$ cat src/common/isaPkg.sv
`default_nettype none

package isaPkg;
	typedef logic [15:0] word_t;   // data, address, pc and counter width
	typedef logic [3:0] opcode_t;
	typedef logic [5:0] func_t;
	typedef logic [1:0] regIdx_t;
	typedef logic [3:0] aluOp_t;

	// major opcodes in bits 15:12
	localparam opcode_t OP_BNE = 4'd0;
	localparam opcode_t OP_BEQ = 4'd1;
	localparam opcode_t OP_BGZ = 4'd2;
	localparam opcode_t OP_BLZ = 4'd3;
	localparam opcode_t OP_ADI = 4'd4;
	localparam opcode_t OP_ORI = 4'd5;
	localparam opcode_t OP_LHI = 4'd6;
	localparam opcode_t OP_LWD = 4'd7;
	localparam opcode_t OP_SWD = 4'd8;
	localparam opcode_t OP_JMP = 4'd9;
	localparam opcode_t OP_JAL = 4'd10;
	localparam opcode_t OP_RTYPE = 4'd15;

	// r-type function field
	localparam func_t FUNC_ADD = 6'd0;
	localparam func_t FUNC_SUB = 6'd1;
	localparam func_t FUNC_AND = 6'd2;
	localparam func_t FUNC_ORR = 6'd3;
	localparam func_t FUNC_NOT = 6'd4;
	localparam func_t FUNC_TCP = 6'd5;
	localparam func_t FUNC_SHL = 6'd6;
	localparam func_t FUNC_SHR = 6'd7;
	localparam func_t FUNC_JPR = 6'd25;
	localparam func_t FUNC_JRL = 6'd26;
	localparam func_t FUNC_WWD = 6'd28;
	localparam func_t FUNC_HLT = 6'd29;

	localparam aluOp_t ALU_ADD = 4'd0;
	localparam aluOp_t ALU_SUB = 4'd1;
	localparam aluOp_t ALU_AND = 4'd2;
	localparam aluOp_t ALU_OR = 4'd3;
	localparam aluOp_t ALU_NOT = 4'd4;
	localparam aluOp_t ALU_TCP = 4'd5;    // two's complement
	localparam aluOp_t ALU_ALS = 4'd6;    // shift left by one
	localparam aluOp_t ALU_ARS = 4'd7;    // arithmetic shift right by one
	localparam aluOp_t ALU_ZERO = 4'd8;

	// instruction fields
	function automatic opcode_t opcodeField(word_t instr);
		return instr[15:12];
	endfunction

	function automatic func_t funcField(word_t instr);
		return instr[5:0];
	endfunction

	function automatic regIdx_t rsField(word_t instr);
		return instr[11:10];
	endfunction

	function automatic regIdx_t rtField(word_t instr);
		return instr[9:8];
	endfunction

	function automatic regIdx_t rdField(word_t instr);
		return instr[7:6];
	endfunction

	function automatic logic [7:0] imm8Field(word_t instr);
		return instr[7:0];
	endfunction

	function automatic logic [11:0] target12Field(word_t instr);
		return instr[11:0];
	endfunction

	function automatic word_t signExtend8(logic [7:0] imm);
		return {{8{imm[7]}}, imm};
	endfunction
endpackage

`default_nettype wire

$ cat src/common/cpuPkg.sv
`default_nettype none

package cpuPkg;
	typedef enum logic [2:0] {
		FETCH,
		FETCH_WAIT,
		DECODE,
		EXEC,
		MEM,
		MEM_WAIT,
		WRITEBACK
	} microState_t;

	// writeback source
	typedef logic [1:0] wbSel_t;
	localparam wbSel_t WB_ALU = 2'd0;
	localparam wbSel_t WB_MEMORY = 2'd1;
	localparam wbSel_t WB_LINK = 2'd2;    // pc of next instruction
	localparam wbSel_t WB_UPPER = 2'd3;   // imm8 in the top byte

	// destination register
	typedef logic [1:0] dstSel_t;
	localparam dstSel_t DST_RD = 2'd0;
	localparam dstSel_t DST_RT = 2'd1;
	localparam dstSel_t DST_R2 = 2'd2;    // link register

	// next pc source
	typedef logic [1:0] pcSrc_t;
	localparam pcSrc_t PC_SEQ = 2'd0;
	localparam pcSrc_t PC_BRANCH = 2'd1;
	localparam pcSrc_t PC_JUMP = 2'd2;
	localparam pcSrc_t PC_REG = 2'd3;

	// first fetch rolls the counter over to zero
	localparam isaPkg::word_t NUM_INST_RESET = 16'hffff;
endpackage

`default_nettype wire

$ cat src/control/controlUnit.sv
`timescale 1ns/100ps
`default_nettype none

module controlUnit (
	input wire clk,
	input wire reset_n,
	input wire isaPkg::word_t instruction,
	input wire fetchDone,
	input wire dataDone,
	input wire branchTaken,
	output cpuPkg::microState_t microState,
	output isaPkg::aluOp_t aluOp,
	output logic aluSrcImm,
	output logic regWrite,
	output cpuPkg::wbSel_t wbSel,
	output cpuPkg::dstSel_t dstSel,
	output cpuPkg::pcSrc_t pcSrc,
	output logic pcWrite,
	output logic irWrite,
	output logic fetchStart,
	output logic dataStart,
	output logic outputStrobe,
	output isaPkg::word_t numInst,
	output logic halted
);
	isaPkg::opcode_t opcode;
	isaPkg::func_t func;
	logic isRtype, isJump, isWwd, isHlt, isJpr, isMemOp, endsInExec;
	logic loadControls;
	cpuPkg::microState_t nextState;

	// decoded controls latched for the whole instruction
	isaPkg::aluOp_t decAluOp;
	logic decAluSrcImm, decWritesReg;
	cpuPkg::wbSel_t decWbSel;
	cpuPkg::dstSel_t decDstSel;
	cpuPkg::pcSrc_t decPcSrc;
	logic writesReg;
	cpuPkg::pcSrc_t heldPcSrc;

	assign opcode = isaPkg::opcodeField(instruction);
	assign func = isaPkg::funcField(instruction);
	assign isRtype = opcode == isaPkg::OP_RTYPE;
	assign isJump = opcode == isaPkg::OP_JMP || opcode == isaPkg::OP_JAL;
	assign isWwd = isRtype && func == isaPkg::FUNC_WWD;
	assign isHlt = isRtype && func == isaPkg::FUNC_HLT;
	assign isJpr = isRtype && func == isaPkg::FUNC_JPR;
	assign isMemOp = opcode == isaPkg::OP_LWD || opcode == isaPkg::OP_SWD;
	assign endsInExec = opcode <= isaPkg::OP_BLZ || opcode == isaPkg::OP_JMP || isWwd || isJpr;

	always_comb begin
		decAluOp = isaPkg::ALU_ZERO;
		decAluSrcImm = 1'b0;
		decWritesReg = 1'b0;
		decWbSel = cpuPkg::WB_ALU;
		decDstSel = cpuPkg::DST_RD;
		decPcSrc = cpuPkg::PC_SEQ;
		case (opcode)
			isaPkg::OP_RTYPE: begin
				decWritesReg = func <= isaPkg::FUNC_SHR;   // alu group only
				case (func)
					isaPkg::FUNC_ADD: decAluOp = isaPkg::ALU_ADD;
					isaPkg::FUNC_SUB: decAluOp = isaPkg::ALU_SUB;
					isaPkg::FUNC_AND: decAluOp = isaPkg::ALU_AND;
					isaPkg::FUNC_ORR: decAluOp = isaPkg::ALU_OR;
					isaPkg::FUNC_NOT: decAluOp = isaPkg::ALU_NOT;
					isaPkg::FUNC_TCP: decAluOp = isaPkg::ALU_TCP;
					isaPkg::FUNC_SHL: decAluOp = isaPkg::ALU_ALS;
					isaPkg::FUNC_SHR: decAluOp = isaPkg::ALU_ARS;
					isaPkg::FUNC_JPR: decPcSrc = cpuPkg::PC_REG;
					isaPkg::FUNC_JRL: begin
						decPcSrc = cpuPkg::PC_REG;
						decWritesReg = 1'b1;
						decWbSel = cpuPkg::WB_LINK;
						decDstSel = cpuPkg::DST_R2;
					end
					default: decAluOp = isaPkg::ALU_ZERO;   // wwd, hlt
				endcase
			end
			isaPkg::OP_ADI, isaPkg::OP_ORI: begin
				decAluOp = (opcode == isaPkg::OP_ADI) ? isaPkg::ALU_ADD : isaPkg::ALU_OR;
				decAluSrcImm = 1'b1;
				decWritesReg = 1'b1;
				decDstSel = cpuPkg::DST_RT;
			end
			isaPkg::OP_LHI: begin
				decWritesReg = 1'b1;
				decWbSel = cpuPkg::WB_UPPER;
				decDstSel = cpuPkg::DST_RT;
			end
			isaPkg::OP_LWD, isaPkg::OP_SWD: begin
				decAluOp = isaPkg::ALU_ADD;   // effective address
				decAluSrcImm = 1'b1;
				decWritesReg = opcode == isaPkg::OP_LWD;
				decWbSel = cpuPkg::WB_MEMORY;
				decDstSel = cpuPkg::DST_RT;
			end
			isaPkg::OP_BNE, isaPkg::OP_BEQ, isaPkg::OP_BGZ, isaPkg::OP_BLZ:
				decPcSrc = cpuPkg::PC_BRANCH;
			isaPkg::OP_JMP: decPcSrc = cpuPkg::PC_JUMP;
			isaPkg::OP_JAL: begin
				decPcSrc = cpuPkg::PC_JUMP;
				decWritesReg = 1'b1;
				decWbSel = cpuPkg::WB_LINK;
				decDstSel = cpuPkg::DST_R2;
			end
			default: decPcSrc = cpuPkg::PC_SEQ;
		endcase
	end

	always_comb begin
		nextState = microState;
		case (microState)
			cpuPkg::FETCH: nextState = cpuPkg::FETCH_WAIT;
			cpuPkg::FETCH_WAIT: begin
				if (fetchDone)
					nextState = isJump ? cpuPkg::EXEC : cpuPkg::DECODE;   // jumps skip decode
			end
			cpuPkg::DECODE: begin
				if (!isHlt)
					nextState = cpuPkg::EXEC;
			end
			cpuPkg::EXEC: begin
				if (isMemOp)
					nextState = cpuPkg::MEM;
				else if (endsInExec)
					nextState = cpuPkg::FETCH;
				else
					nextState = cpuPkg::WRITEBACK;
			end
			cpuPkg::MEM: nextState = cpuPkg::MEM_WAIT;
			cpuPkg::MEM_WAIT: begin
				if (dataDone)
					nextState = (opcode == isaPkg::OP_LWD) ? cpuPkg::WRITEBACK : cpuPkg::FETCH;
			end
			default: nextState = cpuPkg::FETCH;   // writeback
		endcase
	end

	assign loadControls = microState == cpuPkg::DECODE ||
		(microState == cpuPkg::FETCH_WAIT && fetchDone && isJump);

	always_ff @(posedge clk) begin
		if (!reset_n) begin
			microState <= cpuPkg::FETCH;
			numInst <= cpuPkg::NUM_INST_RESET;
			halted <= 1'b0;
			aluOp <= isaPkg::ALU_ZERO;
			aluSrcImm <= 1'b0;
			writesReg <= 1'b0;
			wbSel <= cpuPkg::WB_ALU;
			dstSel <= cpuPkg::DST_RD;
			heldPcSrc <= cpuPkg::PC_SEQ;
		end else if (!halted) begin
			microState <= nextState;
			if (microState == cpuPkg::FETCH)
				numInst <= numInst + 16'd1;
			if (microState == cpuPkg::DECODE && isHlt)
				halted <= 1'b1;   // state stays in DECODE from here on
			if (loadControls) begin
				aluOp <= decAluOp;
				aluSrcImm <= decAluSrcImm;
				writesReg <= decWritesReg;
				wbSel <= decWbSel;
				dstSel <= decDstSel;
				heldPcSrc <= decPcSrc;
			end
		end
	end

	// not-taken branch falls back to pc + 1
	assign pcSrc = (heldPcSrc == cpuPkg::PC_BRANCH && !branchTaken) ? cpuPkg::PC_SEQ : heldPcSrc;

	assign fetchStart = microState == cpuPkg::FETCH;
	assign irWrite = microState == cpuPkg::FETCH_WAIT;
	assign dataStart = microState == cpuPkg::MEM;
	assign regWrite = microState == cpuPkg::WRITEBACK && writesReg;
	assign outputStrobe = microState == cpuPkg::EXEC && isWwd;
	assign pcWrite = (microState == cpuPkg::EXEC && endsInExec) ||
		(microState == cpuPkg::MEM_WAIT && dataDone && opcode == isaPkg::OP_SWD) ||
		microState == cpuPkg::WRITEBACK;

	noWriteWhileHalted: assert property (@(posedge clk) disable iff (!reset_n)
		halted |-> !(regWrite || pcWrite || irWrite || outputStrobe || fetchStart || dataStart));

	legalState: assert property (@(posedge clk) disable iff (!reset_n)
		microState inside {cpuPkg::FETCH, cpuPkg::FETCH_WAIT, cpuPkg::DECODE, cpuPkg::EXEC,
			cpuPkg::MEM, cpuPkg::MEM_WAIT, cpuPkg::WRITEBACK});
endmodule

`default_nettype wire

$ cat src/datapath/fetchUnit.sv
`timescale 1ns/100ps
`default_nettype none

module fetchUnit (
	input wire clk,
	input wire reset_n,
	input wire fetchStart,
	input wire fetchDone,
	input wire irWrite,
	input wire pcWrite,
	input wire cpuPkg::pcSrc_t pcSrc,
	input wire isaPkg::word_t regValue,
	input wire isaPkg::word_t readData,
	output logic fetchReq,
	output isaPkg::word_t pc,
	output isaPkg::word_t instruction
);
	isaPkg::word_t ir, pcNext, pcPlusOne;
	logic irLoad;

	assign irLoad = irWrite && fetchDone;
	// fresh word visible in the done cycle so jumps decode early
	assign instruction = irLoad ? readData : ir;
	assign pcPlusOne = pc + 16'd1;

	always_comb begin
		case (pcSrc)
			cpuPkg::PC_BRANCH: pcNext = pcPlusOne + isaPkg::signExtend8(isaPkg::imm8Field(ir));
			cpuPkg::PC_JUMP: pcNext = {pc[15:12], isaPkg::target12Field(ir)};
			cpuPkg::PC_REG: pcNext = regValue;
			default: pcNext = pcPlusOne;
		endcase
	end

	always_ff @(posedge clk) begin
		if (!reset_n) begin
			pc <= '0;
			fetchReq <= 1'b0;
		end else begin
			if (fetchStart)
				fetchReq <= 1'b1;
			else if (fetchDone)
				fetchReq <= 1'b0;
			if (pcWrite)
				pc <= pcNext;
		end
	end

	always_ff @(posedge clk) begin
		if (irLoad)
			ir <= readData;
	end
endmodule

`default_nettype wire

$ cat src/datapath/datapath.sv
`timescale 1ns/100ps
`default_nettype none

module datapath (
	input wire clk,
	input wire reset_n,
	input wire isaPkg::word_t instruction,
	input wire isaPkg::word_t pc,
	input wire cpuPkg::microState_t microState,
	input wire isaPkg::aluOp_t aluOp,
	input wire aluSrcImm,
	input wire regWrite,
	input wire cpuPkg::wbSel_t wbSel,
	input wire cpuPkg::dstSel_t dstSel,
	input wire outputStrobe,
	input wire dataStart,
	input wire dataDone,
	input wire isaPkg::word_t readData,
	output logic dataReq,
	output logic dataWrite,
	output isaPkg::word_t dataAddr,
	output isaPkg::word_t dataWdata,
	output logic branchTaken,
	output isaPkg::word_t regValue,
	output isaPkg::word_t outputPort,
	output logic outputValid
);
	isaPkg::word_t regs [4];
	isaPkg::word_t rsValue, rtValue, immValue, aluB, aluOut;
	isaPkg::word_t result, memData, wbValue;
	isaPkg::opcode_t opcode;
	isaPkg::regIdx_t dstIdx;
	logic [7:0] imm8;

	assign opcode = isaPkg::opcodeField(instruction);
	assign imm8 = isaPkg::imm8Field(instruction);
	assign rsValue = regs[isaPkg::rsField(instruction)];
	assign rtValue = regs[isaPkg::rtField(instruction)];

	// ori takes its immediate unsigned
	assign immValue = (opcode == isaPkg::OP_ORI) ? {8'h00, imm8} : isaPkg::signExtend8(imm8);
	assign aluB = aluSrcImm ? immValue : rtValue;

	always_comb begin
		case (aluOp)
			isaPkg::ALU_ADD: aluOut = rsValue + aluB;
			isaPkg::ALU_SUB: aluOut = rsValue - aluB;
			isaPkg::ALU_AND: aluOut = rsValue & aluB;
			isaPkg::ALU_OR: aluOut = rsValue | aluB;
			isaPkg::ALU_NOT: aluOut = ~rsValue;
			isaPkg::ALU_TCP: aluOut = ~rsValue + 16'd1;
			isaPkg::ALU_ALS: aluOut = rsValue << 1;
			isaPkg::ALU_ARS: aluOut = $signed(rsValue) >>> 1;
			default: aluOut = '0;
		endcase
	end

	always_comb begin
		case (opcode)
			isaPkg::OP_BNE: branchTaken = rsValue != rtValue;
			isaPkg::OP_BEQ: branchTaken = rsValue == rtValue;
			isaPkg::OP_BGZ: branchTaken = $signed(rsValue) > 16'sd0;
			isaPkg::OP_BLZ: branchTaken = rsValue[15];   // sign bit
			default: branchTaken = 1'b0;
		endcase
	end

	always_comb begin
		case (dstSel)
			cpuPkg::DST_RT: dstIdx = isaPkg::rtField(instruction);
			cpuPkg::DST_R2: dstIdx = 2'd2;
			default: dstIdx = isaPkg::rdField(instruction);
		endcase
	end

	always_comb begin
		case (wbSel)
			cpuPkg::WB_MEMORY: wbValue = memData;
			cpuPkg::WB_LINK: wbValue = pc + 16'd1;   // pc not yet advanced in writeback
			cpuPkg::WB_UPPER: wbValue = {imm8, 8'h00};
			default: wbValue = result;
		endcase
	end

	always_ff @(posedge clk) begin
		if (!reset_n)
			regs <= '{default: '0};
		else if (regWrite)
			regs[dstIdx] <= wbValue;
	end

	always_ff @(posedge clk) begin
		if (microState == cpuPkg::EXEC)
			result <= aluOut;
		if (dataDone)
			memData <= readData;
		if (outputStrobe)
			outputPort <= rsValue;
	end

	always_ff @(posedge clk) begin
		if (!reset_n) begin
			dataReq <= 1'b0;
			outputValid <= 1'b0;
		end else begin
			if (dataStart)
				dataReq <= 1'b1;
			else if (dataDone)
				dataReq <= 1'b0;
			outputValid <= outputStrobe;
		end
	end

	assign dataAddr = result;   // rs + imm from exec
	assign dataWdata = rtValue;
	assign dataWrite = opcode == isaPkg::OP_SWD;
	assign regValue = rsValue;

	noDataReqInFetch: assert property (@(posedge clk) disable iff (!reset_n)
		$rose(dataReq) |-> !(microState inside {cpuPkg::FETCH, cpuPkg::FETCH_WAIT}));
endmodule

`default_nettype wire

$ cat src/hw/memArbiter.sv
`timescale 1ns/100ps
`default_nettype none

module memArbiter (
	input wire clk,
	input wire reset_n,
	input wire fetchReq,
	input wire dataReq,
	input wire dataWrite,
	input wire isaPkg::word_t fetchAddr,
	input wire isaPkg::word_t dataAddr,
	input wire isaPkg::word_t dataWdata,
	input wire isaPkg::word_t memRdata,
	input wire memDone,
	output logic memReq,
	output logic memWrite,
	output isaPkg::word_t memAddr,
	output isaPkg::word_t memWdata,
	output isaPkg::word_t readData,
	output logic fetchDone,
	output logic dataDone
);
	logic busy, dataOwner, dataSel;

	assign dataSel = busy ? dataOwner : dataReq;   // data wins a tie
	assign memReq = busy || fetchReq || dataReq;
	assign memAddr = dataSel ? dataAddr : fetchAddr;
	assign memWrite = dataSel && dataWrite;
	assign memWdata = dataWdata;
	assign readData = memRdata;
	assign fetchDone = memDone && !dataSel;
	assign dataDone = memDone && dataSel;

	always_ff @(posedge clk) begin
		if (!reset_n) begin
			busy <= 1'b0;
			dataOwner <= 1'b0;
		end else begin
			busy <= memReq && !memDone;
			if (!busy)
				dataOwner <= dataReq;   // owner fixed until done
		end
	end

	doneOnlyWithReq: assert property (@(posedge clk) disable iff (!reset_n)
		memDone |-> memReq);
endmodule

`default_nettype wire

$ cat src/hw/cpuTop.sv
`timescale 1ns/100ps
`default_nettype none

module cpuTop (
	input wire clk,
	input wire reset_n,
	output logic memReq,
	output logic memWrite,
	output isaPkg::word_t memAddr,
	output isaPkg::word_t memWdata,
	input wire isaPkg::word_t memRdata,
	input wire memDone,
	output isaPkg::word_t outputPort,
	output logic outputValid,
	output isaPkg::word_t numInst,
	output logic halted
);
	cpuPkg::microState_t microState;
	isaPkg::aluOp_t aluOp;
	cpuPkg::wbSel_t wbSel;
	cpuPkg::dstSel_t dstSel;
	cpuPkg::pcSrc_t pcSrc;
	logic aluSrcImm, regWrite, pcWrite, irWrite;
	logic fetchStart, dataStart, outputStrobe, branchTaken;
	logic fetchReq, fetchDone, dataReq, dataWrite, dataDone;
	isaPkg::word_t instruction, pc, regValue, readData, dataAddr, dataWdata;

	controlUnit control (
		.clk(clk), .reset_n(reset_n), .instruction(instruction),
		.fetchDone(fetchDone), .dataDone(dataDone), .branchTaken(branchTaken),
		.microState(microState), .aluOp(aluOp), .aluSrcImm(aluSrcImm),
		.regWrite(regWrite), .wbSel(wbSel), .dstSel(dstSel), .pcSrc(pcSrc),
		.pcWrite(pcWrite), .irWrite(irWrite), .fetchStart(fetchStart),
		.dataStart(dataStart), .outputStrobe(outputStrobe),
		.numInst(numInst), .halted(halted)
	);

	fetchUnit fetch (
		.clk(clk), .reset_n(reset_n), .fetchStart(fetchStart), .fetchDone(fetchDone),
		.irWrite(irWrite), .pcWrite(pcWrite), .pcSrc(pcSrc), .regValue(regValue),
		.readData(readData), .fetchReq(fetchReq), .pc(pc), .instruction(instruction)
	);

	datapath dp (
		.clk(clk), .reset_n(reset_n), .instruction(instruction), .pc(pc),
		.microState(microState), .aluOp(aluOp), .aluSrcImm(aluSrcImm),
		.regWrite(regWrite), .wbSel(wbSel), .dstSel(dstSel),
		.outputStrobe(outputStrobe), .dataStart(dataStart), .dataDone(dataDone),
		.readData(readData), .dataReq(dataReq), .dataWrite(dataWrite),
		.dataAddr(dataAddr), .dataWdata(dataWdata), .branchTaken(branchTaken),
		.regValue(regValue), .outputPort(outputPort), .outputValid(outputValid)
	);

	// single external port shared by fetch and load/store
	memArbiter arbiter (
		.clk(clk), .reset_n(reset_n), .fetchReq(fetchReq), .dataReq(dataReq),
		.dataWrite(dataWrite), .fetchAddr(pc), .dataAddr(dataAddr),
		.dataWdata(dataWdata), .memRdata(memRdata), .memDone(memDone),
		.memReq(memReq), .memWrite(memWrite), .memAddr(memAddr),
		.memWdata(memWdata), .readData(readData),
		.fetchDone(fetchDone), .dataDone(dataDone)
	);
endmodule

`default_nettype wire

$ cat config.mk
export PLATFORM = sky130hd
export DESIGN_NAME = cpuTop
export DESIGN_NICKNAME = d
export VERILOG_FILES = /design/src/common/isaPkg.sv /design/src/common/cpuPkg.sv /design/src/control/controlUnit.sv /design/src/datapath/fetchUnit.sv /design/src/datapath/datapath.sv /design/src/hw/memArbiter.sv /design/src/hw/cpuTop.sv
export SDC_FILE = /design/constraint.sdc
export NUM_CORES = 1
export LEC_CHECK = 0
export ABC_AREA = 1
export BUFFER_PORTS_ARGS = -buffer_cell sky130_fd_sc_hd__buf_4
export CORE_MARGIN = 2
export CORE_UTILIZATION = 37
export CTS_CLUSTER_DIAMETER = 40
export DETAILED_ROUTE_END_ITERATION = 12
export SLEW_MARGIN = 20
export SYNTH_ARGS = -nofsm -noshare
export SYNTH_HDL_FRONTEND = slang
export SYNTH_SLANG_ARGS = --single-unit
export TNS_END_PERCENT = 1
$ cat constraint.sdc
create_clock -name clk -period 7.1 [get_ports clk]
set_clock_uncertainty 0.2 [all_clocks]
set_input_delay 0.71 -clock clk [delete_from_list [all_inputs] [get_ports clk]]
set_output_delay 0.71 -clock clk [all_outputs]
set_load 0.02 [all_outputs]
==> impl_results.md, run 1 <==
- Mapped cell area: 13300 um^2
- Startpoint Class: flip-flop
- Min Clock Period, post-route: around 5.6 ns
- Max VDD drop: 282 uV
- Layout Nets: around 2200
- DIE AREA: 37400 um^2
- Worst reg2reg setup slack: 1.46 ns
- CTS tree: built
- Seq cells post-synth: 181
- Setup TNS: 0 ns
- Endpoints failing hold: 0
- Port Buffer Count: 86
- Final wirelength: 49.9 mm
- Worst setup EP type: flip-flop
- Setup Viol. Count Final: 0
- Outcome: completed
- Post-DRT Antenna Nets: 0
- Hold_buf cts: 0
- Via density: 5.55
- Buffer count from post-CTS setup fixing: 0
- Row Count: 69
- Hold slack: 0.238 ns
- Io pins: 87
- PD cells: 470 nW/um^2
- Post-CTS sizing: 0
- Lkg Pwr: between 0.006 and 0.007 uW
- Syn Inst Count: 2040
- Cell taking the most area after synthesis: dfxtp_1
- Initial DRC Count: 1873
- Min-delay worst type: in2reg
- Worst Tran Pin Value: approximately 1.3 ns
- Initial antenna violation count: 2
- Largest net degree at the start of global routing: 95
- RD Place Congestion: 0.967
- Average size of a mapped cell: 6.51 um^2
- Syn nets: 2099
- Pre-antenna DRT Iters: 7
- # DRC: 0
- Post-synth EDFFs: 48
- Slowest CP cell: nor2_4
- Clock buffer depth: 2
- Post-synth cell types: about 60
- CP most frequent cell: nand2_1
- Final Max Slew Viols: 0
- Post-synth top area share: about a fifth
- Synth area leaders: dfxtp_1, nand2_1, edfxtp_1
- Synthesis Warnings: 0
- Placement Cell Area: 14200 um^2
- Synth Flop Type: dfxtp_1
- Die H: 193 um
- Tot GR Track Use: 26.1%
- Max_cap viols: 0
- Most common cell in the netlist: nand2_1
- CTS clock-pin slew for the worst setup and hold paths: ~0.08 ns
- Post-DP HPWL: 37.8 mm
- First-pass GRT wire length: 76.1 mm
- Slowest stage delay, CP: 0.47 ns
- Seq/Total Area, Yosys: 30.9%
- Die Wd: 193 um
- Total power: between 6000 and 7000 uW
- Clk Latency, worst-skew pair: around 0.46 ns
- Via count of the first global-routing pass: 12900
- Core Region: approximately 35000 um^2
- Vias: 14300
- Post-synth top cells: nand2_1, inv_1, nand3_1
- Proportion of layout cells with a drive suffix above 1: 11.1%
- Synth async-reset ratio: 0%
- Rel. slew slack: 15.5%
- Pre-CTS WS: 1.18 ns
- CTS Sinks: 181
- F_max: 177 MHz
- CTS H-tree depth: 4
- Final instance area: 14900 um^2
- Arr. time, crit path: 5.65 ns
- Critical path class: reg2reg
- Grt total ovfl: 0
- CP Max Fanout: 22
- Clk root buf: clkbuf_16
- Final period util: a little under 80%
- Worst Slack Setup Final: 1.46 ns
- Req. time, crit path: 7.10 ns
- RSZ-0062 raised after global routing: no
- Routed len/inst: 19.4 um
- Area Overhead vs Synth: 12.0%
- Initial core utilization: a little under two fifths
- Num CTS Buffers: 17
## routing by layer
metal | global-route usage (%) | vias to the layer above | wire (um)
met3 | 5.72 | 115 | 4590
li1 | - | 6853 | -
met4 | 10.4 | 2 | 1880
met5 | 0 | - | 13
met2 | 41.3 | 702 | 22200
met1 | 34.7 | 6591 | 21200
## final timing paths
check                         from  cells after the start              end
max          control.microState[2]                     29  dp.dataAddr[14]
min                    memRdata[0]                      1    dp.memData[0]
max reg2reg  control.microState[2]                     29  dp.dataAddr[14]
min reg2reg         fetch.fetchReq                      2   fetch.fetchReq
## per-stage QoR
step,std cells,util (%)
finish,2570,42.0
global route,2569,41.9
CTS,2568,41.9
detailed placement,2536,40.1
global placement,2536,40.1
floorplan,2040,-
## layout make-up
type                       count  area (um^2)
antenna                        1         2.50
clock inverter                15          218
inverter                     263          987
timing repair buffer         112          838
sequential                   181         4100
multi-input combinational   1520         7730
clock buffer                  17          425
tap                          461          577
fill                        3738        20600
## worst max-delay path, delay by kind of cell (launching register included)
family	cells	cell delay (ns)
simple gates	15	2.26
compound gates	8	1.40
buf+inv	3	0.43
flops	1	0.41
xor+xnor	2	0.34
fa+ha+maj	1	0.32
## registers in the layout, summed over array words and instances (netlist names), 2 cells and up
register and count:
control.numInst 16, control.wbSel 2, control.dstSel 2, fetch.ir 16
control.microState 3, dp.memData 16, dp.dataAddr 16, fetch.pc 16
control.heldPcSrc 2, dp.regs 64, dp.outputPort 16, control.aluOp 4
## kinds of logic after synthesis
kind of cell / count (synthesis) / share of synthesized area (%)
DFF: 181 / 30.9
and+or+nand+nor: 1026 / 34.0
adders and majority gates: 40 / 3.88
AOI/OAI and AO/OA: 422 / 18.2
buffers and inverters: 339 / 10.9
xor gates and xnor gates: 32 / 2.11
## power breakdown
| part | total, uW | internal [uW] | switching [uW] | leakage, uW |
|---|---|---|---|---|
| Combinational | 4570 | 1360 | 3210 | 0.00491 |
| Clock | 1050 | 522 | 528 | 0.000312 |
| Sequential | 1370 | 1240 | 133 | 0.00152 |
## cells in the final DEF, fill, tap and decap left out, types with 6 or more instances in the layout
master	Yosys	final
clkinv_1	6	6
xor2_1	26	26
buf_4	10	111
nand2_1	593	593
nand4_1	17	17
a21oi_1	121	121
nand2_2	27	27
nor3_1	21	20
xnor2_1	6	6
nand3_2	9	9
or2_2	14	14
clkbuf_16	0	17
nand3_1	192	192
ha_1	38	38
o221ai_1	6	6
o21ai_2	8	8
inv_1	252	252
edfxtp_1	48	48
a221oi_1	13	13
o21bai_1	6	6
o21ai_1	18	18
o2111ai_1	6	6
o22ai_1	25	25
o21ai_0	174	174
a31oi_1	9	9
dfxtp_1	133	133
o211ai_1	13	13
nor2_1	125	125
Power figures use the tool's default switching activity.
==> run 2, diff against run 1 <==
==> constraint.sdc (replaced) <==
create_clock -name clk -period 5.1 [get_ports clk]
set_clock_uncertainty 0.2 [all_clocks]
set_input_delay 0.51 -clock clk [delete_from_list [all_inputs] [get_ports clk]]
set_output_delay 0.51 -clock clk [all_outputs]
set_load 0.02 [all_outputs]
==> impl_results.md, run 2 (same netlist as run 1, synthesis figures left out) <==
- First-pass GRT wire length: 77.6 mm (was 76.1 mm)
- Layout Utilization: 43.3% (was 42.0%)
- Routed len/inst: 19.3 um (was 19.4 um)
- Initial core utilization: 37.4% (unchanged)
- CTS Sinks: 181 (unchanged)
- Worst setup EP type: flip-flop (unchanged)
- Post-DP HPWL: 39.3 mm (was 37.8 mm)
- Slowest CP cell: o21ai_1 (was nor2_4)
- CP most frequent cell: nand2_1 (unchanged)
- Row Count: 69 (unchanged)
- Die Wd: 193 um (unchanged)
- Pre-antenna DRT Iters: 6 (was 7)
- Proportion of layout cells with a drive suffix above 1: 14.1% (was 11.1%)
- Fillers: 3731 (was 3738)
- Placement Cell Area: 14600 um^2 (was 14200 um^2)
- Most flops, register: dp.regs (unchanged)
- Min Clock Period, post-route: 4.74 ns (was 5.64 ns)
- Endpoints failing hold: 0 (unchanged)
- Clk Latency, worst-skew pair: 0.46 ns (about the same)
- Req. time, crit path: 5.11 ns (was 7.10 ns)
- Initial antenna violation count: 1 (was 2)
- RD Place Congestion: 0.995 (was 0.967)
- Area Overhead vs Synth: 15.6% (was 12.0%)
- # DRC: 0 (unchanged)
- Grt total ovfl: 0 (unchanged)
- Num CTS Buffers: 17 (unchanged)
- Clock buffer depth: 2 (unchanged)
- Max_cap viols: 0 (unchanged)
- Worst Tran Pin Value: 1.15 ns (was 1.26 ns)
- Layout Nets: 2210 (was 2154)
- Tot GR Track Use: 26.6% (was 26.1%)
- Io pins: 87 (unchanged)
- Vias: 14300 (about the same)
- Final instance area: 15400 um^2 (was 14900 um^2)
- Final period util: 92.9% (was 79.5%)
- DIE AREA: 37400 um^2 (unchanged)
- Min-delay worst type: in2reg (unchanged)
- Setup TNS: 0 ns (unchanged)
- RSZ-0062 raised after global routing: no (unchanged)
- Slowest stage delay, CP: 0.39 ns (was 0.47 ns)
- Lkg Pwr: 0.00701 uW (was 0.00675 uW)
- Max VDD drop: 330 uV (was 282 uV)
- Largest net degree at the start of global routing: 95 (unchanged)
- Die H: 193 um (unchanged)
- Setup Viol. Count Final: 0 (unchanged)
- Core Region: 35500 um^2 (unchanged)
- Hold_buf cts: 0 (unchanged)
- Final Max Slew Viols: 0 (unchanged)
- Largest register FFs: 64 (unchanged)
- Via count of the first global-routing pass: 13300 (was 12900)
- Critical path class: reg2reg (unchanged)
- Total power: 10300 uW (was 6990 uW)
- CTS tree: built (unchanged)
- Rel. slew slack: 23.1% (was 15.5%)
- CTS clock-pin slew for the worst setup and hold paths: 0.08 ns (about the same)
- Commonest non-fill, non-tap cell in the layout: nand2_1 (unchanged)
- Commonest cells after routing, fill and taps aside: nand2_1, inv_1, nand3_1 (unchanged)
- Outcome: completed (unchanged)
- Number of diodes: 0 (was 1)
- Post-DRT Antenna Nets: 0 (unchanged)
- Final wirelength: 50.6 mm (was 49.9 mm)
- Hold slack: 0.0399 ns (was 0.238 ns)
- Via density: 5.46 (was 5.55)
- Clk root buf: clkbuf_16 (unchanged)
- Port Buffer Count: 86 (unchanged)
- Arr. time, crit path: 4.75 ns (was 5.65 ns)
- Initial DRC Count: 1446 (was 1873)
- CP Max Fanout: 5 (was 22)
- CTS H-tree depth: 4 (unchanged)
- F_max: 211 MHz (was 177 MHz)
- PD cells: 671 nW/um^2 (was 470 nW/um^2)
- Startpoint Class: flip-flop (unchanged)
## run 2: cell type report
type	instances	area [um^2]	share of cell area [%]
multi-input combinational	1520	7820	50.9
sequential	181	4110	26.7
timing repair buffer	168	1300	8.47
inverter	263	987	6.43
tap	461	577	3.76
clock buffer	18	429	2.79
clock inverter	14	135	0.880
## run 2: repair_timing
item / CTS / global route
buffers inserted: 0 / 6
endpoints found under the setup margin: 0 / 6
resized for setup: 0 / 24
## run 2: routing by layer
metal | up-vias | track usage [%] | wire length [um]
li1 | 6962 | - | -
met1 | 6600 | 36.1 | 21900
met2 | 644 | 41.9 | 22200
met3 | 116 | 4.83 | 4320
met4 | 0 | 10.8 | 2220
met5 | - | 0 | 0
## run 2: critical path, delay by kind of cell (launching register included)
kind | cells | cell delay, ns
xor gates and xnor gates | 2 | 0.30
adders and majority gates | 1 | 0.35
DFF | 1 | 0.35
buffers and inverters | 5 | 0.58
AOI/OAI and AO/OA | 9 | 1.36
and+or+nand+nor | 12 | 1.37
## run 2: power by group
part           switching [uW]  internal (uW)  leakage [uW]
Combinational            4690           2370       0.00521
Clock                     687            651      0.000278
Sequential                188           1720       0.00152
Total                    5570           4740       0.00701
## run 2: final timing paths
kind | startpoint | end | slack (ns) | depth (start not counted)
max | control.microState[0] | dp.dataAddr[14] | 0.36 | 29
min | memRdata[0] | dp.memData[0] | 0.04 | 1
max reg2reg | control.microState[0] | dp.dataAddr[14] | 0.36 | 29
min reg2reg | dp.regs[55] | dp.regs[55] | 0.27 | 2
## run 2: through the flow
stage	instances	worst slack (ns)
3_3_place_gp	2586	0.170
5_1_grt	2625	0.00890
3_5_place_dp	2587	0.122
6_report	2625	0.362
4_1_cts	2619	0.152
2_1_floorplan	2040	0.453
==> run 3, diff against run 2 <==
--- a/config.mk
+++ b/config.mk
@@ -5,7 +5,6 @@
 export SDC_FILE = /design/constraint.sdc
 export NUM_CORES = 1
 export LEC_CHECK = 0
-export ABC_AREA = 1
 export BUFFER_PORTS_ARGS = -buffer_cell sky130_fd_sc_hd__buf_4
 export CORE_MARGIN = 2
 export CORE_UTILIZATION = 37
==> constraint.sdc (replaced) <==
create_clock -name clk -period 5.09 [get_ports clk]
set_clock_uncertainty 0.2 [all_clocks]
set_input_delay 0.509 -clock clk [delete_from_list [all_inputs] [get_ports clk]]
set_output_delay 0.509 -clock clk [all_outputs]
set_load 0.02 [all_outputs]
==> impl_results.md, run 3 <==
- Synth area leaders: dfxtp_1, edfxtp_1, mux2i_1 (was dfxtp_1, nand2_1, edfxtp_1)
- Final instance area: 15800 um^2 (was 15400 um^2)
- Cell family with most CP delay: compound AO/OA/AOI/OAI gates (was simple AND/OR/NAND/NOR gates)
- Final Max Slew Viols: 0 (unchanged)
- Post-synth cell types: 84 (was 61)
- Most common cell in the netlist: nor2_1 (was nand2_1)
- Post-synth top cells: nor2_1, nand2_1, dfxtp_1 (was nand2_1, inv_1, nand3_1)
- Seq. cell area: 4100 um^2 (was 4110 um^2)
- Worst flop-to-flop path endpoint: dp.dataAddr[14] (unchanged)
- Clock buffer depth: 2 (unchanged)
- Mapped cell area: 13100 um^2 (was 13300 um^2)
- FF-to-FF path depth: 20 (was 29)
- PD cells: 428 nW/um^2 (was 671 nW/um^2)
- Cell taking the most area after synthesis: dfxtp_1 (unchanged)
- Final wirelength: 54.2 mm (was 50.6 mm)
- CTS clock-pin slew for the worst setup and hold paths: 0.08 ns (about the same)
- CP Max Fanout: 8 (was 5)
- Post-synth EDFFs: 48 (unchanged)
- M3 GR Usage: 5.95% (was 4.83%)
- Synth Flop Type: dfxtp_1 (unchanged)
- F_max: 206 MHz (was 211 MHz)
- Area Overhead vs Synth: 19.8% (was 15.6%)
- Die Wd: 193 um (about the same)
- Min Clock Period, post-route: 4.86 ns (was 4.74 ns)
- Vias: 13800 (was 14300)
- CTS Sinks: 181 (unchanged)
- Slowest stage delay, CP: 0.43 ns (was 0.39 ns)
- CTS H-tree depth: 4 (unchanged)
- Clk Latency, worst-skew pair: 0.47 ns (was 0.46 ns)
- Req. time, crit path: 5.07 ns (was 5.11 ns)
- Grt total ovfl: 0 (unchanged)
- Slowest CP cell: fa_1 (was o21ai_1)
- RD Place Congestion: 0.983 (was 0.995)
- First-pass GRT wire length: 80.4 mm (was 77.6 mm)
- Via count of the first global-routing pass: 12800 (was 13300)
- Worst reg2reg setup slack: 0.23 ns (was 0.36 ns)
- Row Count: 69 (unchanged)
- DIE AREA: 37100 um^2 (was 37400 um^2)
- GRT Max-Usage Layer: met2 (unchanged)
- Buf/Inv on CP: 2 (was 5)
- Startpoint Class: flip-flop (unchanged)
- Multi-input gate area: 8370 um^2 (was 7820 um^2)
- Fillers: 3510 (was 3731)
- Max VDD drop: 302 uV (was 330 uV)
- Commonest cells after routing, fill and taps aside: buf_4, nor2_1, nand2_1 (was nand2_1, inv_1, nand3_1)
- Syn Inst Count: 1644 (was 2040)
- Initial core utilization: 37.2% (was 37.4%)
- Post-DP HPWL: 41.0 mm (was 39.3 mm)
- Proportion of layout cells with a drive suffix above 1: 18.0% (was 14.1%)
- Final period util: 95.4% (was 92.9%)
- Initial DRC Count: 1606 (was 1446)
- Tot GR Track Use: 29.2% (was 26.6%)
- Die H: 193 um (about the same)
- Min-delay worst type: in2reg (unchanged)
- Synthesis Warnings: 0 (unchanged)
- Endpoints failing hold: 0 (unchanged)
- Syn nets: 1703 (was 2099)
- Clk root buf: clkbuf_16 (unchanged)
- Layout Nets: 1844 (was 2210)
- Largest net degree at the start of global routing: 51 (was 95)
- Worst Min Path Start: memRdata[7] (was memRdata[0])
- Average size of a mapped cell: 8.00 um^2 (was 6.51 um^2)
- Arr. time, crit path: 4.84 ns (was 4.75 ns)
- Largest register FFs: 64 (unchanged)
- Critical path class: reg2reg (unchanged)
- Met1 Track Usage GR: 40.5% (was 36.1%)
- Hold path depth: 1 (unchanged)
- CTS tree: built (unchanged)
- Lkg Pwr: 0.00601 uW (was 0.00701 uW)
- Total power: 6750 uW (was 10300 uW)
- Post-DRT Antenna Nets: 0 (unchanged)
- Port Buffer Count: 86 (unchanged)
- Synth async-reset ratio: 0% (unchanged)
- Worst Tran Pin Value: 1.05 ns (was 1.15 ns)
- Critical Path, Cell by Cell: mux2_2, buf_4, o21ai_2, a32o_1, o31ai_2, o21ai_1, inv_1, ha_1, mux2i_2, fa_1, a21o_1, a21o_1, a21o_1, a21o_1, a21oi_1, o21ai_1, o41ai_2, o21ai_0, xnor2_1, o221ai_1
- CP most frequent cell: a21o_1 (was nand2_1)
- # DRC: 0 (unchanged)
- Seq/Total Area, Yosys: 31.2% (was 30.9%)
- Setup Viol. Count Final: 0 (unchanged)
- Hold path endpoint: dp.memData[7] (was dp.memData[0])
- Core Region: 35300 um^2 (was 35500 um^2)
- Placement Cell Area: 15100 um^2 (was 14600 um^2)
- Rel. slew slack: 29.2% (was 23.1%)
- Seq cells post-synth: 181 (unchanged)
- Max_cap viols: 0 (unchanged)
- Met2 Use GR: 43.9% (was 41.9%)
- Initial antenna violation count: 0 (was 1)
- Num CTS Buffers: 17 (unchanged)
- Most flops, register: dp.regs (unchanged)
- Commonest non-fill, non-tap cell in the layout: buf_4 (was nand2_1)
- Routed len/inst: 24.0 um (was 19.3 um)
- Worst setup EP type: flip-flop (unchanged)
- Number of diodes: 0 (unchanged)
- Via density: 6.09 (was 5.46)
- Critical R2R Launch: arbiter.busy (was control.microState[0])
- Post-synth top area share: 20.3% (was 20.0%)
- Pre-antenna DRT Iters: 6 (unchanged)
- Outcome: completed (unchanged)
- Io pins: 87 (unchanged)
run 3: changes by cell type in the layout (fill, tap and decap cells not counted), moves of 59 or more:
cell / delta
buf_4: +59
o21ai_0: -61
nand2_1: -429
mux2i_1: +68
nand3_1: -126
inv_1: -183
run 3: worst max path at each step:
stage,cells after the start,slack (ns),to,startpoint
4_1_cts,20,0.06,dp.dataAddr[14],arbiter.busy
3_5_place_dp,23,-0.04,dp.dataAddr[15],memDone
2_1_floorplan,21,0.03,dp.dataAddr[14],arbiter.busy
5_1_grt,21,-0.002,dp.dataAddr[14],arbiter.busy
3_3_place_gp,23,0.02,dp.dataAddr[14],memDone
6_report,20,0.23,dp.dataAddr[14],arbiter.busy
run 3: through the flow:
step / hold slack (ns) / setup WS [ns] / utilization, % / TNS (ns) / instances
2_1_floorplan: 0.250 / 0.0274 / - / 0 / 1644
3_3_place_gp: 0.269 / 0.0231 / 42.9 / 0 / 2227
3_5_place_dp: 0.278 / -0.0390 / 42.9 / -0.0576 / 2227
4_1_cts: 0.0158 / 0.0609 / 44.5 / 0 / 2259
5_1_grt: 0.0133 / -0.00202 / 44.6 / -0.00202 / 2259
6_report: 0.0330 / 0.232 / 44.6 / 0 / 2259
run 3: layer usage:
metal,wire (um),vias up
met2,23400,698
met5,0,-
met4,2290,0
met3,4750,129
li1,-,6323
met1,23800,6616
run 3: repair_timing:
action | CTS | global route
gates cloned | 0 | 0
setup endpoints to repair | 2 | 8
pin swaps | 0 | 3
buffers inserted | 0 | 0
resized for setup | 1 | 10
hold buffers | 0 | 0
run 3: cells by family after synthesis:
group / after synthesis / share of synthesized area (%)
buffers and inverters: 184 / 5.77
muxes: 90 / 7.90
adders and majority gates: 53 / 4.91
xor gates and xnor gates: 95 / 6.33
DFF: 181 / 31.2
AOI/OAI and AO/OA: 477 / 23.9
and+or+nand+nor: 564 / 20.0
run 3: worst register-to-register path, stage by stage (launching register included):
cell      delay [ns]
dfxtp_1         0.34
mux2_2          0.41
buf_4           0.20
o21ai_2         0.20
a32o_1          0.21
o31ai_2         0.08
o21ai_1         0.23
inv_1           0.09
ha_1            0.30
mux2i_2         0.09
fa_1            0.43
a21o_1          0.17
a21o_1          0.18
a21o_1          0.17
a21o_1          0.18
a21oi_1         0.19
o21ai_1         0.15
o41ai_2         0.28
o21ai_0         0.18
xnor2_1         0.16
o221ai_1        0.14
run 3: final cells by class:
type,instances,share of cell area (%)
clock buffer,18,2.79
clock inverter,14,0.858
inverter,74,1.76
multi-input combinational,1279,53.1
sequential,181,26.0
tap,461,3.66
timing repair buffer,232,11.7
run 3: power breakdown:
part           switching [uW]  internal [uW]  total, uW
Combinational            2150           1480       3630
Clock                     688            665       1350
Sequential                162           1600       1760
